<file path="config.mk">
export PLATFORM = sky130hd
export DESIGN_NAME = cbuf_top
export DESIGN_NICKNAME = d
export VERILOG_FILES = /design/src/verilog/cbuf_cfg_pkg.sv /design/src/verilog/cbuf_addr_pkg.sv /design/src/verilog/cbuf_bank_array.sv /design/src/verilog/cbuf_rd_decode.sv /design/src/verilog/cbuf_rd_merge.sv /design/src/verilog/cbuf_top.sv /design/src/verilog/cbuf_wr_decode.sv
export SDC_FILE = /design/constraint.sdc
export NUM_CORES = 2
export LEC_CHECK = 0
export BUFFER_PORTS_ARGS = -buffer_cell sky130_fd_sc_hd__buf_2
export CORE_UTILIZATION = 25
export CTS_CLUSTER_DIAMETER = 30
export DETAILED_ROUTE_END_ITERATION = 8
export SYNTH_ARGS = -nofsm -noshare
export SYNTH_HDL_FRONTEND = slang
export SYNTH_SLANG_ARGS = --single-unit
</file>
<file path="constraint.sdc">
create_clock -name nvdla_core_clk -period 5.82 [get_ports nvdla_core_clk]
set_clock_uncertainty 0.15 [all_clocks]
set_input_delay 0.873 -clock nvdla_core_clk [delete_from_list [all_inputs] [get_ports nvdla_core_clk]]
set_output_delay 0.873 -clock nvdla_core_clk [all_outputs]
set_load 0.05 [all_outputs]
</file>
<file path="src/verilog/cbuf_cfg_pkg.sv">
// convolution buffer configuration
// sizes of the banked store and the fixed read latency seen at the ports

package cbuf_cfg_pkg;

  // ============================================================
  // bank layout
  // ============================================================

  // one RAM per bank, four banks
  localparam int cbuf_num_banks  = 4;
  // entries held by each bank RAM
  localparam int cbuf_bank_depth = 16;

  // address field widths, derived from the layout above
  localparam int cbuf_bank_bits  = $clog2(cbuf_num_banks);
  localparam int cbuf_entry_bits = $clog2(cbuf_bank_depth);
  // flat address is bank field on top of entry field
  localparam int cbuf_addr_bits  = cbuf_bank_bits + cbuf_entry_bits;

  // ============================================================
  // data path
  // ============================================================

  // default word width, top level may override through data_width
  localparam int cbuf_def_data_width = 64;

  // strobe to valid, in cycles:
  // read decode flop, RAM output flop, mask flop, merge flop
  localparam int cbuf_rd_latency = 4;

endpackage

</file>
<file path="src/verilog/cbuf_addr_pkg.sv">
// convolution buffer address layout
// flat address as carried on the ports, and the same bits split into bank and entry

package cbuf_addr_pkg;

  import cbuf_cfg_pkg::*;

  // bank index, selects one of the bank RAMs
  typedef logic [cbuf_bank_bits-1:0]  cbuf_bank_t;

  // entry index inside one bank
  typedef logic [cbuf_entry_bits-1:0] cbuf_entry_t;

  // bank sits in the upper bits so consecutive flat addresses
  // walk through the entries of one bank first
  typedef struct packed {
    cbuf_bank_t  bank;
    cbuf_entry_t entry;
  } cbuf_addr_field_t;

  // ============================================================
  // two views of one address word
  // ============================================================

  // flat  : what the DMA engine and sequencer drive
  // field : what the decoders look at
  typedef union packed {
    logic [cbuf_addr_bits-1:0] flat;
    cbuf_addr_field_t          field;
  } cbuf_addr_u;

endpackage

</file>
<file path="src/verilog/cbuf_bank_array.sv">
// convolution buffer bank array
// one single-port-write, single-port-read RAM per bank, with a registered
// read output that holds its value between reads

`timescale 1ns/1ps

module cbuf_bank_array
  import cbuf_cfg_pkg::*;
  import cbuf_addr_pkg::*;
#(
  parameter int data_width = cbuf_def_data_width
) (
  input  logic                                       nvdla_core_clk,
  // write side, from the write decode stage 2
  input  logic [cbuf_num_banks-1:0]                  bank_we,
  input  cbuf_entry_t [cbuf_num_banks-1:0]           bank_wa,
  input  logic [cbuf_num_banks-1:0][data_width-1:0]  bank_wd,
  // read side, from the read decode
  input  logic [cbuf_num_banks-1:0]                  bank_re,
  input  cbuf_entry_t [cbuf_num_banks-1:0]           bank_ra,
  // registered RAM output per bank
  output logic [cbuf_num_banks-1:0][data_width-1:0]  bank_rdata
);

  // ============================================================
  // bank RAMs
  // ============================================================

  for (genvar b = 0; b < cbuf_num_banks; b++) begin : g_bank

    // storage of this bank
    logic [data_width-1:0] ram [cbuf_bank_depth];

    // write port
    always_ff @(posedge nvdla_core_clk) begin
      if (bank_we[b]) begin
        ram[bank_wa[b]] <= bank_wd[b];
      end
    end

    // read port
    // same-edge read of an entry being written returns the old word,
    // both sides see the array before the nonblocking update
    always_ff @(posedge nvdla_core_clk) begin
      if (bank_re[b]) begin
        bank_rdata[b] <= ram[bank_ra[b]];
      end
    end

  end

endmodule

</file>
<file path="src/verilog/cbuf_rd_decode.sv">
// convolution buffer read decode
// maps the data and weight read requests onto per-bank RAM reads and
// tracks which client each bank read belongs to

`timescale 1ns/1ps

module cbuf_rd_decode
  import cbuf_cfg_pkg::*;
  import cbuf_addr_pkg::*;
(
  input  logic                              nvdla_core_clk,
  input  logic                              reset,
  // feature data read request
  input  logic                              dat_rd_en,
  input  cbuf_addr_u                        dat_rd_addr,
  // weight read request
  input  logic                              wt_rd_en,
  input  cbuf_addr_u                        wt_rd_addr,
  // RAM read controls, registered at E0
  output logic [cbuf_num_banks-1:0]         bank_re,
  output cbuf_entry_t [cbuf_num_banks-1:0]  bank_ra,
  // owner flags, aligned with the RAM output after E1
  output logic [cbuf_num_banks-1:0]         dat_own,
  output logic [cbuf_num_banks-1:0]         wt_own
);

  logic [cbuf_num_banks-1:0] dat_hit;
  logic [cbuf_num_banks-1:0] wt_hit;

  // first owner stage, lines up with bank_re
  logic [cbuf_num_banks-1:0] dat_own_d1;
  logic [cbuf_num_banks-1:0] wt_own_d1;

  // ============================================================
  // bank compare
  // ============================================================

  always_comb begin
    for (int b = 0; b < cbuf_num_banks; b++) begin
      dat_hit[b] = dat_rd_en && (dat_rd_addr.field.bank == cbuf_bank_t'(b));
      wt_hit[b]  = wt_rd_en && (wt_rd_addr.field.bank == cbuf_bank_t'(b));
    end
  end

  // ============================================================
  // RAM read strobe and entry
  // ============================================================

  // one strobe per bank, whichever client asked
  always_ff @(posedge nvdla_core_clk) begin
    if (reset) begin
      bank_re <= '0;
    end else begin
      bank_re <= dat_hit | wt_hit;
    end
  end

  // data client has the entry when it hits, weight client otherwise;
  // the entry of an idle bank is never looked at
  always_ff @(posedge nvdla_core_clk) begin
    for (int b = 0; b < cbuf_num_banks; b++) begin
      bank_ra[b] <= dat_hit[b] ? dat_rd_addr.field.entry : wt_rd_addr.field.entry;
    end
  end

  // ============================================================
  // owner pipeline, E0 then E1
  // ============================================================

  always_ff @(posedge nvdla_core_clk) begin
    if (reset) begin
      dat_own_d1 <= '0;
      wt_own_d1  <= '0;
      dat_own    <= '0;
      wt_own     <= '0;
    end else begin
      dat_own_d1 <= dat_hit;
      wt_own_d1  <= wt_hit;
      // second stage covers the RAM output register
      dat_own    <= dat_own_d1;
      wt_own     <= wt_own_d1;
    end
  end

endmodule

</file>
<file path="src/verilog/cbuf_rd_merge.sv">
// convolution buffer read merge
// masks each bank word by the client that owns it, ORs the banks together
// in two register levels and raises the data and weight valid pulses

`timescale 1ns/1ps

module cbuf_rd_merge
  import cbuf_cfg_pkg::*;
#(
  parameter int data_width = cbuf_def_data_width
) (
  input  logic                                       nvdla_core_clk,
  input  logic                                       reset,
  // RAM outputs and their owners, both settled after E1
  input  logic [cbuf_num_banks-1:0][data_width-1:0]  bank_rdata,
  input  logic [cbuf_num_banks-1:0]                  dat_own,
  input  logic [cbuf_num_banks-1:0]                  wt_own,
  // results toward the sequencer
  output logic                                       dat_rd_valid,
  output logic [data_width-1:0]                      dat_rd_data,
  output logic                                       wt_rd_valid,
  output logic [data_width-1:0]                      wt_rd_data
);

  // level 1, masked word per bank and client
  logic [cbuf_num_banks-1:0][data_width-1:0] dat_word_q;
  logic [cbuf_num_banks-1:0][data_width-1:0] wt_word_q;
  // any bank carrying a result for the client
  logic                                      dat_any_q;
  logic                                      wt_any_q;

  // OR over the banks, feeds level 2
  logic [data_width-1:0] dat_or;
  logic [data_width-1:0] wt_or;

  // ============================================================
  // level 1 at E2
  // ============================================================

  // a bank read for the other client, or no read at all, becomes zero
  always_ff @(posedge nvdla_core_clk) begin
    for (int b = 0; b < cbuf_num_banks; b++) begin
      dat_word_q[b] <= bank_rdata[b] & {data_width{dat_own[b]}};
      wt_word_q[b]  <= bank_rdata[b] & {data_width{wt_own[b]}};
    end
  end

  always_ff @(posedge nvdla_core_clk) begin
    if (reset) begin
      dat_any_q <= 1'b0;
      wt_any_q  <= 1'b0;
    end else begin
      dat_any_q <= |dat_own;
      wt_any_q  <= |wt_own;
    end
  end

  // ============================================================
  // level 2 at E3
  // ============================================================

  // at most one bank per client is non-zero, so OR acts as a select
  always_comb begin
    dat_or = '0;
    wt_or  = '0;
    for (int b = 0; b < cbuf_num_banks; b++) begin
      dat_or = dat_or | dat_word_q[b];
      wt_or  = wt_or | wt_word_q[b];
    end
  end

  always_ff @(posedge nvdla_core_clk) begin
    dat_rd_data <= dat_or;
    wt_rd_data  <= wt_or;
  end

  // valids follow the data on the same edge
  always_ff @(posedge nvdla_core_clk) begin
    if (reset) begin
      dat_rd_valid <= 1'b0;
      wt_rd_valid  <= 1'b0;
    end else begin
      dat_rd_valid <= dat_any_q;
      wt_rd_valid  <= wt_any_q;
    end
  end

endmodule

</file>
<file path="src/verilog/cbuf_top.sv">
// convolution buffer top level
// banked store filled by two write ports (feature data, weights) and read by
// a data port and a weight port with a fixed four-cycle latency

`timescale 1ns/1ps

module cbuf_top
  import cbuf_cfg_pkg::*;
  import cbuf_addr_pkg::*;
#(
  parameter int data_width = cbuf_def_data_width
) (
  input  logic                   nvdla_core_clk,
  input  logic                   reset,
  // port 0, feature data from DMA
  input  logic                   wr0_en,
  input  cbuf_addr_u             wr0_addr,
  input  logic [data_width-1:0]  wr0_data,
  // port 1, weights from DMA
  input  logic                   wr1_en,
  input  cbuf_addr_u             wr1_addr,
  input  logic [data_width-1:0]  wr1_data,
  // feature data read
  input  logic                   dat_rd_en,
  input  cbuf_addr_u             dat_rd_addr,
  output logic                   dat_rd_valid,
  output logic [data_width-1:0]  dat_rd_data,
  // weight read
  input  logic                   wt_rd_en,
  input  cbuf_addr_u             wt_rd_addr,
  output logic                   wt_rd_valid,
  output logic [data_width-1:0]  wt_rd_data
);

  // write decode to RAMs
  logic [cbuf_num_banks-1:0]                  bank_we;
  cbuf_entry_t [cbuf_num_banks-1:0]           bank_wa;
  logic [cbuf_num_banks-1:0][data_width-1:0]  bank_wd;

  // read decode to RAMs and merge
  logic [cbuf_num_banks-1:0]                  bank_re;
  cbuf_entry_t [cbuf_num_banks-1:0]           bank_ra;
  logic [cbuf_num_banks-1:0]                  dat_own;
  logic [cbuf_num_banks-1:0]                  wt_own;

  // RAMs to merge
  logic [cbuf_num_banks-1:0][data_width-1:0]  bank_rdata;

  // ============================================================
  // write path
  // ============================================================

  cbuf_wr_decode #(
    .data_width (data_width)
  ) cbuf_wr_decode_inst (
    .nvdla_core_clk (nvdla_core_clk),
    .reset          (reset),
    .wr0_en         (wr0_en),
    .wr0_addr       (wr0_addr),
    .wr0_data       (wr0_data),
    .wr1_en         (wr1_en),
    .wr1_addr       (wr1_addr),
    .wr1_data       (wr1_data),
    .bank_we        (bank_we),
    .bank_wa        (bank_wa),
    .bank_wd        (bank_wd)
  );

  // ============================================================
  // read request path
  // ============================================================

  cbuf_rd_decode cbuf_rd_decode_inst (
    .nvdla_core_clk (nvdla_core_clk),
    .reset          (reset),
    .dat_rd_en      (dat_rd_en),
    .dat_rd_addr    (dat_rd_addr),
    .wt_rd_en       (wt_rd_en),
    .wt_rd_addr     (wt_rd_addr),
    .bank_re        (bank_re),
    .bank_ra        (bank_ra),
    .dat_own        (dat_own),
    .wt_own         (wt_own)
  );

  // storage
  cbuf_bank_array #(
    .data_width (data_width)
  ) cbuf_bank_array_inst (
    .nvdla_core_clk (nvdla_core_clk),
    .bank_we        (bank_we),
    .bank_wa        (bank_wa),
    .bank_wd        (bank_wd),
    .bank_re        (bank_re),
    .bank_ra        (bank_ra),
    .bank_rdata     (bank_rdata)
  );

  // ============================================================
  // read return path
  // ============================================================

  cbuf_rd_merge #(
    .data_width (data_width)
  ) cbuf_rd_merge_inst (
    .nvdla_core_clk (nvdla_core_clk),
    .reset          (reset),
    .bank_rdata     (bank_rdata),
    .dat_own        (dat_own),
    .wt_own         (wt_own),
    .dat_rd_valid   (dat_rd_valid),
    .dat_rd_data    (dat_rd_data),
    .wt_rd_valid    (wt_rd_valid),
    .wt_rd_data     (wt_rd_data)
  );

endmodule

</file>
<file path="src/verilog/cbuf_wr_decode.sv">
// convolution buffer write decode
// turns the feature and weight write ports into per-bank write controls,
// two register stages deep so the RAM write lands on the third edge

`timescale 1ns/1ps

module cbuf_wr_decode
  import cbuf_cfg_pkg::*;
  import cbuf_addr_pkg::*;
#(
  parameter int data_width = cbuf_def_data_width
) (
  input  logic                                       nvdla_core_clk,
  input  logic                                       reset,
  // port 0 feature data, port 1 weights
  input  logic                                       wr0_en,
  input  cbuf_addr_u                                 wr0_addr,
  input  logic [data_width-1:0]                      wr0_data,
  input  logic                                       wr1_en,
  input  cbuf_addr_u                                 wr1_addr,
  input  logic [data_width-1:0]                      wr1_data,
  // per-bank write controls toward the RAMs
  output logic [cbuf_num_banks-1:0]                  bank_we,
  output cbuf_entry_t [cbuf_num_banks-1:0]           bank_wa,
  output logic [cbuf_num_banks-1:0][data_width-1:0]  bank_wd
);

  // one-hot bank hit per port, before the first flop
  logic [cbuf_num_banks-1:0] wr0_hit;
  logic [cbuf_num_banks-1:0] wr1_hit;

  // stage 1, per port
  logic [cbuf_num_banks-1:0] wr0_hit_q;
  logic [cbuf_num_banks-1:0] wr1_hit_q;
  cbuf_entry_t               wr0_entry_q;
  cbuf_entry_t               wr1_entry_q;
  logic [data_width-1:0]     wr0_data_q;
  logic [data_width-1:0]     wr1_data_q;

  // ============================================================
  // bank compare
  // ============================================================

  always_comb begin
    for (int b = 0; b < cbuf_num_banks; b++) begin
      wr0_hit[b] = wr0_en && (wr0_addr.field.bank == cbuf_bank_t'(b));
      wr1_hit[b] = wr1_en && (wr1_addr.field.bank == cbuf_bank_t'(b));
    end
  end

  // ============================================================
  // stage 1 at E0, per port
  // ============================================================

  always_ff @(posedge nvdla_core_clk) begin
    if (reset) begin
      wr0_hit_q <= '0;
      wr1_hit_q <= '0;
    end else begin
      wr0_hit_q <= wr0_hit;
      wr1_hit_q <= wr1_hit;
    end
  end

  // address and data ride along without reset
  always_ff @(posedge nvdla_core_clk) begin
    wr0_entry_q <= wr0_addr.field.entry;
    wr1_entry_q <= wr1_addr.field.entry;
    wr0_data_q  <= wr0_data;
    wr1_data_q  <= wr1_data;
  end

  // ============================================================
  // stage 2 at E1, per bank
  // ============================================================

  // the two ports never share a bank in one cycle, so the port 0 hit
  // alone picks the source; a bank with no hit keeps its old payload
  always_ff @(posedge nvdla_core_clk) begin
    if (reset) begin
      bank_we <= '0;
    end else begin
      bank_we <= wr0_hit_q | wr1_hit_q;
    end
  end

  always_ff @(posedge nvdla_core_clk) begin
    for (int b = 0; b < cbuf_num_banks; b++) begin
      if (wr0_hit_q[b]) begin
        bank_wa[b] <= wr0_entry_q;
        bank_wd[b] <= wr0_data_q;
      end else if (wr1_hit_q[b]) begin
        bank_wa[b] <= wr1_entry_q;
        bank_wd[b] <= wr1_data_q;
      end
    end
  end

endmodule
</file>
==> impl_metrics.tcl <==
set metrics [dict create \
    min-delay-start "wr0_data[14]" \
    p_int_mw 80.2 \
    async_reset_ff_share_pct 0 \
    drt_iter0_drc 11300 \
    clkPwrFrac_pct 54.8 \
    grt_overflow 0 \
    seq_power_share_pct 42.1 \
    synth_cells 8755 \
    dr_total_vias 96500 \
    wl_met1_mm 224 \
    crit_family "simple AND/OR/NAND/NOR gates" \
    drt_pass1_iterations 5 \
    dr_wl_met2_mm 282 \
    drt-vias-per-instance 4.57 \
    postLayoutCellArea_um2 244000 \
    cts_tree "yes" \
    synth_seq_cells 5452 \
    synth_cell_type_count 29 \
    clock-sinks 5452 \
    placed_area_um2 209000 \
    p_per_area_nw_per_um2 425 \
    synth_edf_count 4624 \
    cts_htree_levels 6 \
    clk_latency_ps 1220 \
    fin_crit_sh_pct 54.5 \
    hold_path_depth 2 \
    grt_pass1_vias 98400 \
    rr_startpoint "cbuf_wr_decode_inst.bank_wa[15]" \
    cp_slowest_stage_delay_ps 950 \
    worstHoldEndpoint "cbuf_wr_decode_inst.wr0_data_q[14]" \
    numPlacedInstances 19100 \
    wl_met3_mm 46.9 \
    muxShareOfSynthArea_pct 13.6 \
    ys.warnings.count 0 \
    drive_gt1_share_pct 33.6 \
    yosysSeqAreaShare_pct 80.2 \
    r2r_end "cbuf_bank_array_inst.g_bank[3].ram[2][61]" \
    cp_cell_sequence "or3b_2 -> nor2_4 -> buf_4" \
    synth-compound-area-share_pct 1.99 \
    synth_top_family_by_area "multiplexers" \
    start_util_pct 25.1 \
    relSlewSlack_pct 19.0 \
    synth_fa_ha_area_share_pct 0 \
    final_nets 10100 \
    cp-end-kind "flip-flop" \
    syn_avg_cell_area_um2 22.1 \
    clk_pin_slew_ps 50 \
    die_area_um2 778000 \
    synth-simple-area-share_pct 3.08 \
    num_io_pins 288 \
    required_ps 6370 \
    root_buffer "clkbuf_16" \
    r2r_slack_ps 2650 \
    coreArea_um2 770000 \
    tns_ps 0 \
    grt_max_degree 111 \
    post-route-min-period_ps 3170 \
    reg2reg_depth 3 \
    track_usage_pct 14.3 \
    top_layer "met5" \
    dieWidth_um 882 \
    gp_congestion 0.767 \
    arrival_ps 3720 \
    cp_slowest_cell "nor2_4" \
    cts_resized 0 \
    clock.fmax_ghz 0.316 \
    crit_path_max_fanout 24 \
    syn2layout_area_growth_pct 26.2 \
    final_cells 21100 \
    numCtsBuffers 947 \
    synth_ff_type "edfxtp_1" \
    netSwitchingPower_mw 23.7 \
    row_count 322 \
    dieHeight_um 882 \
    hold_viol 0 \
    crit_type "reg2reg" \
    min_path_type "in2reg" \
    wire_per_inst_um 27.2 \
    p_comb_share_pct 3.2 \
    setup_violations 0 \
    antenna_left 0 \
    drt_wl_total_mm 575 \
    grt_setup_unrepaired "no" \
    tightest_slew_ps 1210 \
    port_buffers 287 \
    drcViolationCount 0 \
    synthesis.area_um2 194000 \
    grt_pass1_wl_mm 790 \
    vdd_drop_max_mv 0.333 \
    slew_violations 0 \
    synth_nets 8913 \
    crit_path_start_kind "flip-flop" \
    p_leak_nw 80.6 \
    synth-xor-area-share_pct 0 \
    hpwlAfterDp_mm 340 \
    cp_num_buf_inv 1 \
    swShare_pct 22.8 \
    status "finished, final reports clean" \
    grt_antenna_before_repair 85 \
    clk_path_buf_depth 4 \
    cap_viol_max_count 0 \
]
==> registers in the layout, summed over array words and instances (netlist names), 16 cells and up <==
name / count
cbuf_rd_merge_inst.wt_rd_data: 64
cbuf_rd_merge_inst.wt_word_q: 256
cbuf_wr_decode_inst.wr0_data_q: 64
cbuf_wr_decode_inst.wr1_data_q: 64
cbuf_bank_array_inst.g_bank.ram: 4096
cbuf_rd_merge_inst.dat_rd_data: 64
cbuf_wr_decode_inst.bank_wa: 16
cbuf_bank_array_inst.bank_rdata: 256
cbuf_wr_decode_inst.bank_wd: 256
cbuf_rd_decode_inst.bank_ra: 16
cbuf_rd_merge_inst.dat_word_q: 256
==> timing repair <==
action                     CTS  global route
buffers inserted             0             0
hold buffers               171             0
setup endpoints to repair    0             0
hold endpoints to repair   172             0
==> metrics by stage <==
step	setup slack [ps]	utilization (%)	total power [mW]	hold WS, ps
detailed placement	2610	27.1	47.7	252
global placement	2600	27.1	47.6	239
floorplan	128	-	46.1	236
finish	2650	31.7	104	158
global route	2490	31.7	106	113
CTS	2540	31.7	105	50.7
==> how the worst max path moves through the flow <==
stage / from / slack, ps / depth (start not counted) / endpoint
2_1_floorplan: cbuf_wr_decode_inst.bank_wa[14] / 130 / 2 / cbuf_bank_array_inst.g_bank[3].ram[8][0]
3_3_place_gp: cbuf_rd_decode_inst.bank_ra[0] / 2600 / 5 / cbuf_bank_array_inst.bank_rdata[22]
3_5_place_dp: cbuf_rd_decode_inst.bank_ra[0] / 2610 / 5 / cbuf_bank_array_inst.bank_rdata[22]
4_1_cts: cbuf_rd_decode_inst.bank_ra[0] / 2540 / 5 / cbuf_bank_array_inst.bank_rdata[25]
5_1_grt: cbuf_rd_decode_inst.bank_ra[0] / 2490 / 5 / cbuf_bank_array_inst.bank_rdata[25]
6_report: cbuf_wr_decode_inst.bank_wa[15] / 2650 / 3 / cbuf_bank_array_inst.g_bank[3].ram[2][61]
==> layout make-up <==
type,instances,area [µm²]
sequential,5452,156000
tap,10200,12800
clock buffer,1063,24900
antenna,65,163
multi-input combinational,2876,36700
fill,72800,526000
timing repair buffer,707,5630
clock inverter,744,8840
==> power groups by stage <==
stage	logic (mW)	registers [mW]	clock network [mW]
after CTS	3.32	43.7	57.5
after detailed placement	3.20	44.5	0
final	3.29	43.7	56.9
after global placement	3.19	44.5	0
after floorplan	2.06	44.1	0
after global routing	3.46	43.8	59.2
==> placed cells by master (no fill, tap or decap), types with 113 or more instances in the layout <==
master | synthesis | layout
clkbuf_16 | 0 | 970
mux4_2 | 1024 | 1024
clkinvlp_4 | 0 | 113
a22oi_1 | 512 | 512
nand2_1 | 261 | 261
dlygate4sd3_1 | 0 | 171
buf_2 | 64 | 287
dfxtp_1 | 828 | 804
mux2_2 | 288 | 288
or4_1 | 128 | 128
edfxtp_1 | 4624 | 4624
clkinv_2 | 0 | 114
inv_6 | 0 | 147
and2_1 | 516 | 512
buf_4 | 36 | 200
==> cell usage after synthesis, types with 5 or more instances <==
master | number | area share, %
nand2_1 | 261 | 0.51
or4_1 | 128 | 0.50
a22oi_1 | 512 | 2.0
buf_4 | 36 | 0.14
buf_2 | 64 | 0.17
nand2b_1 | 8 | 0.026
buf_1 | 64 | 0.12
and2_1 | 516 | 1.7
mux2_2 | 288 | 1.7
buf_6 | 43 | 0.25
clkbuf_1 | 220 | 0.43
nor2_1 | 58 | 0.11
edfxtp_1 | 4624 | 72
nand3b_1 | 10 | 0.039
or2_2 | 7 | 0.023
mux4_2 | 1024 | 12
nor3_1 | 16 | 0.041
nand3_1 | 5 | 0.013
nor2b_1 | 24 | 0.078
dfxtp_1 | 828 | 8.6
==> layer usage <==
| metal | vias up | global-route usage (%) |
|---|---|---|
| li1 | 38900 | - |
| met1 | 52000 | 18.2 |
| met2 | 4625 | 24.2 |
| met3 | 957 | 2.96 |
| met4 | 20 | 5.09 |
| met5 | - | 0 |
==> cell families after synthesis <==
group	after synthesis
buffers and inverters	427
AO/OA/AOI/OAI	513
multiplexers	1312
flip-flops	5452
AND/OR/NAND/NOR	1051
(Power assumes the default switching activity.)
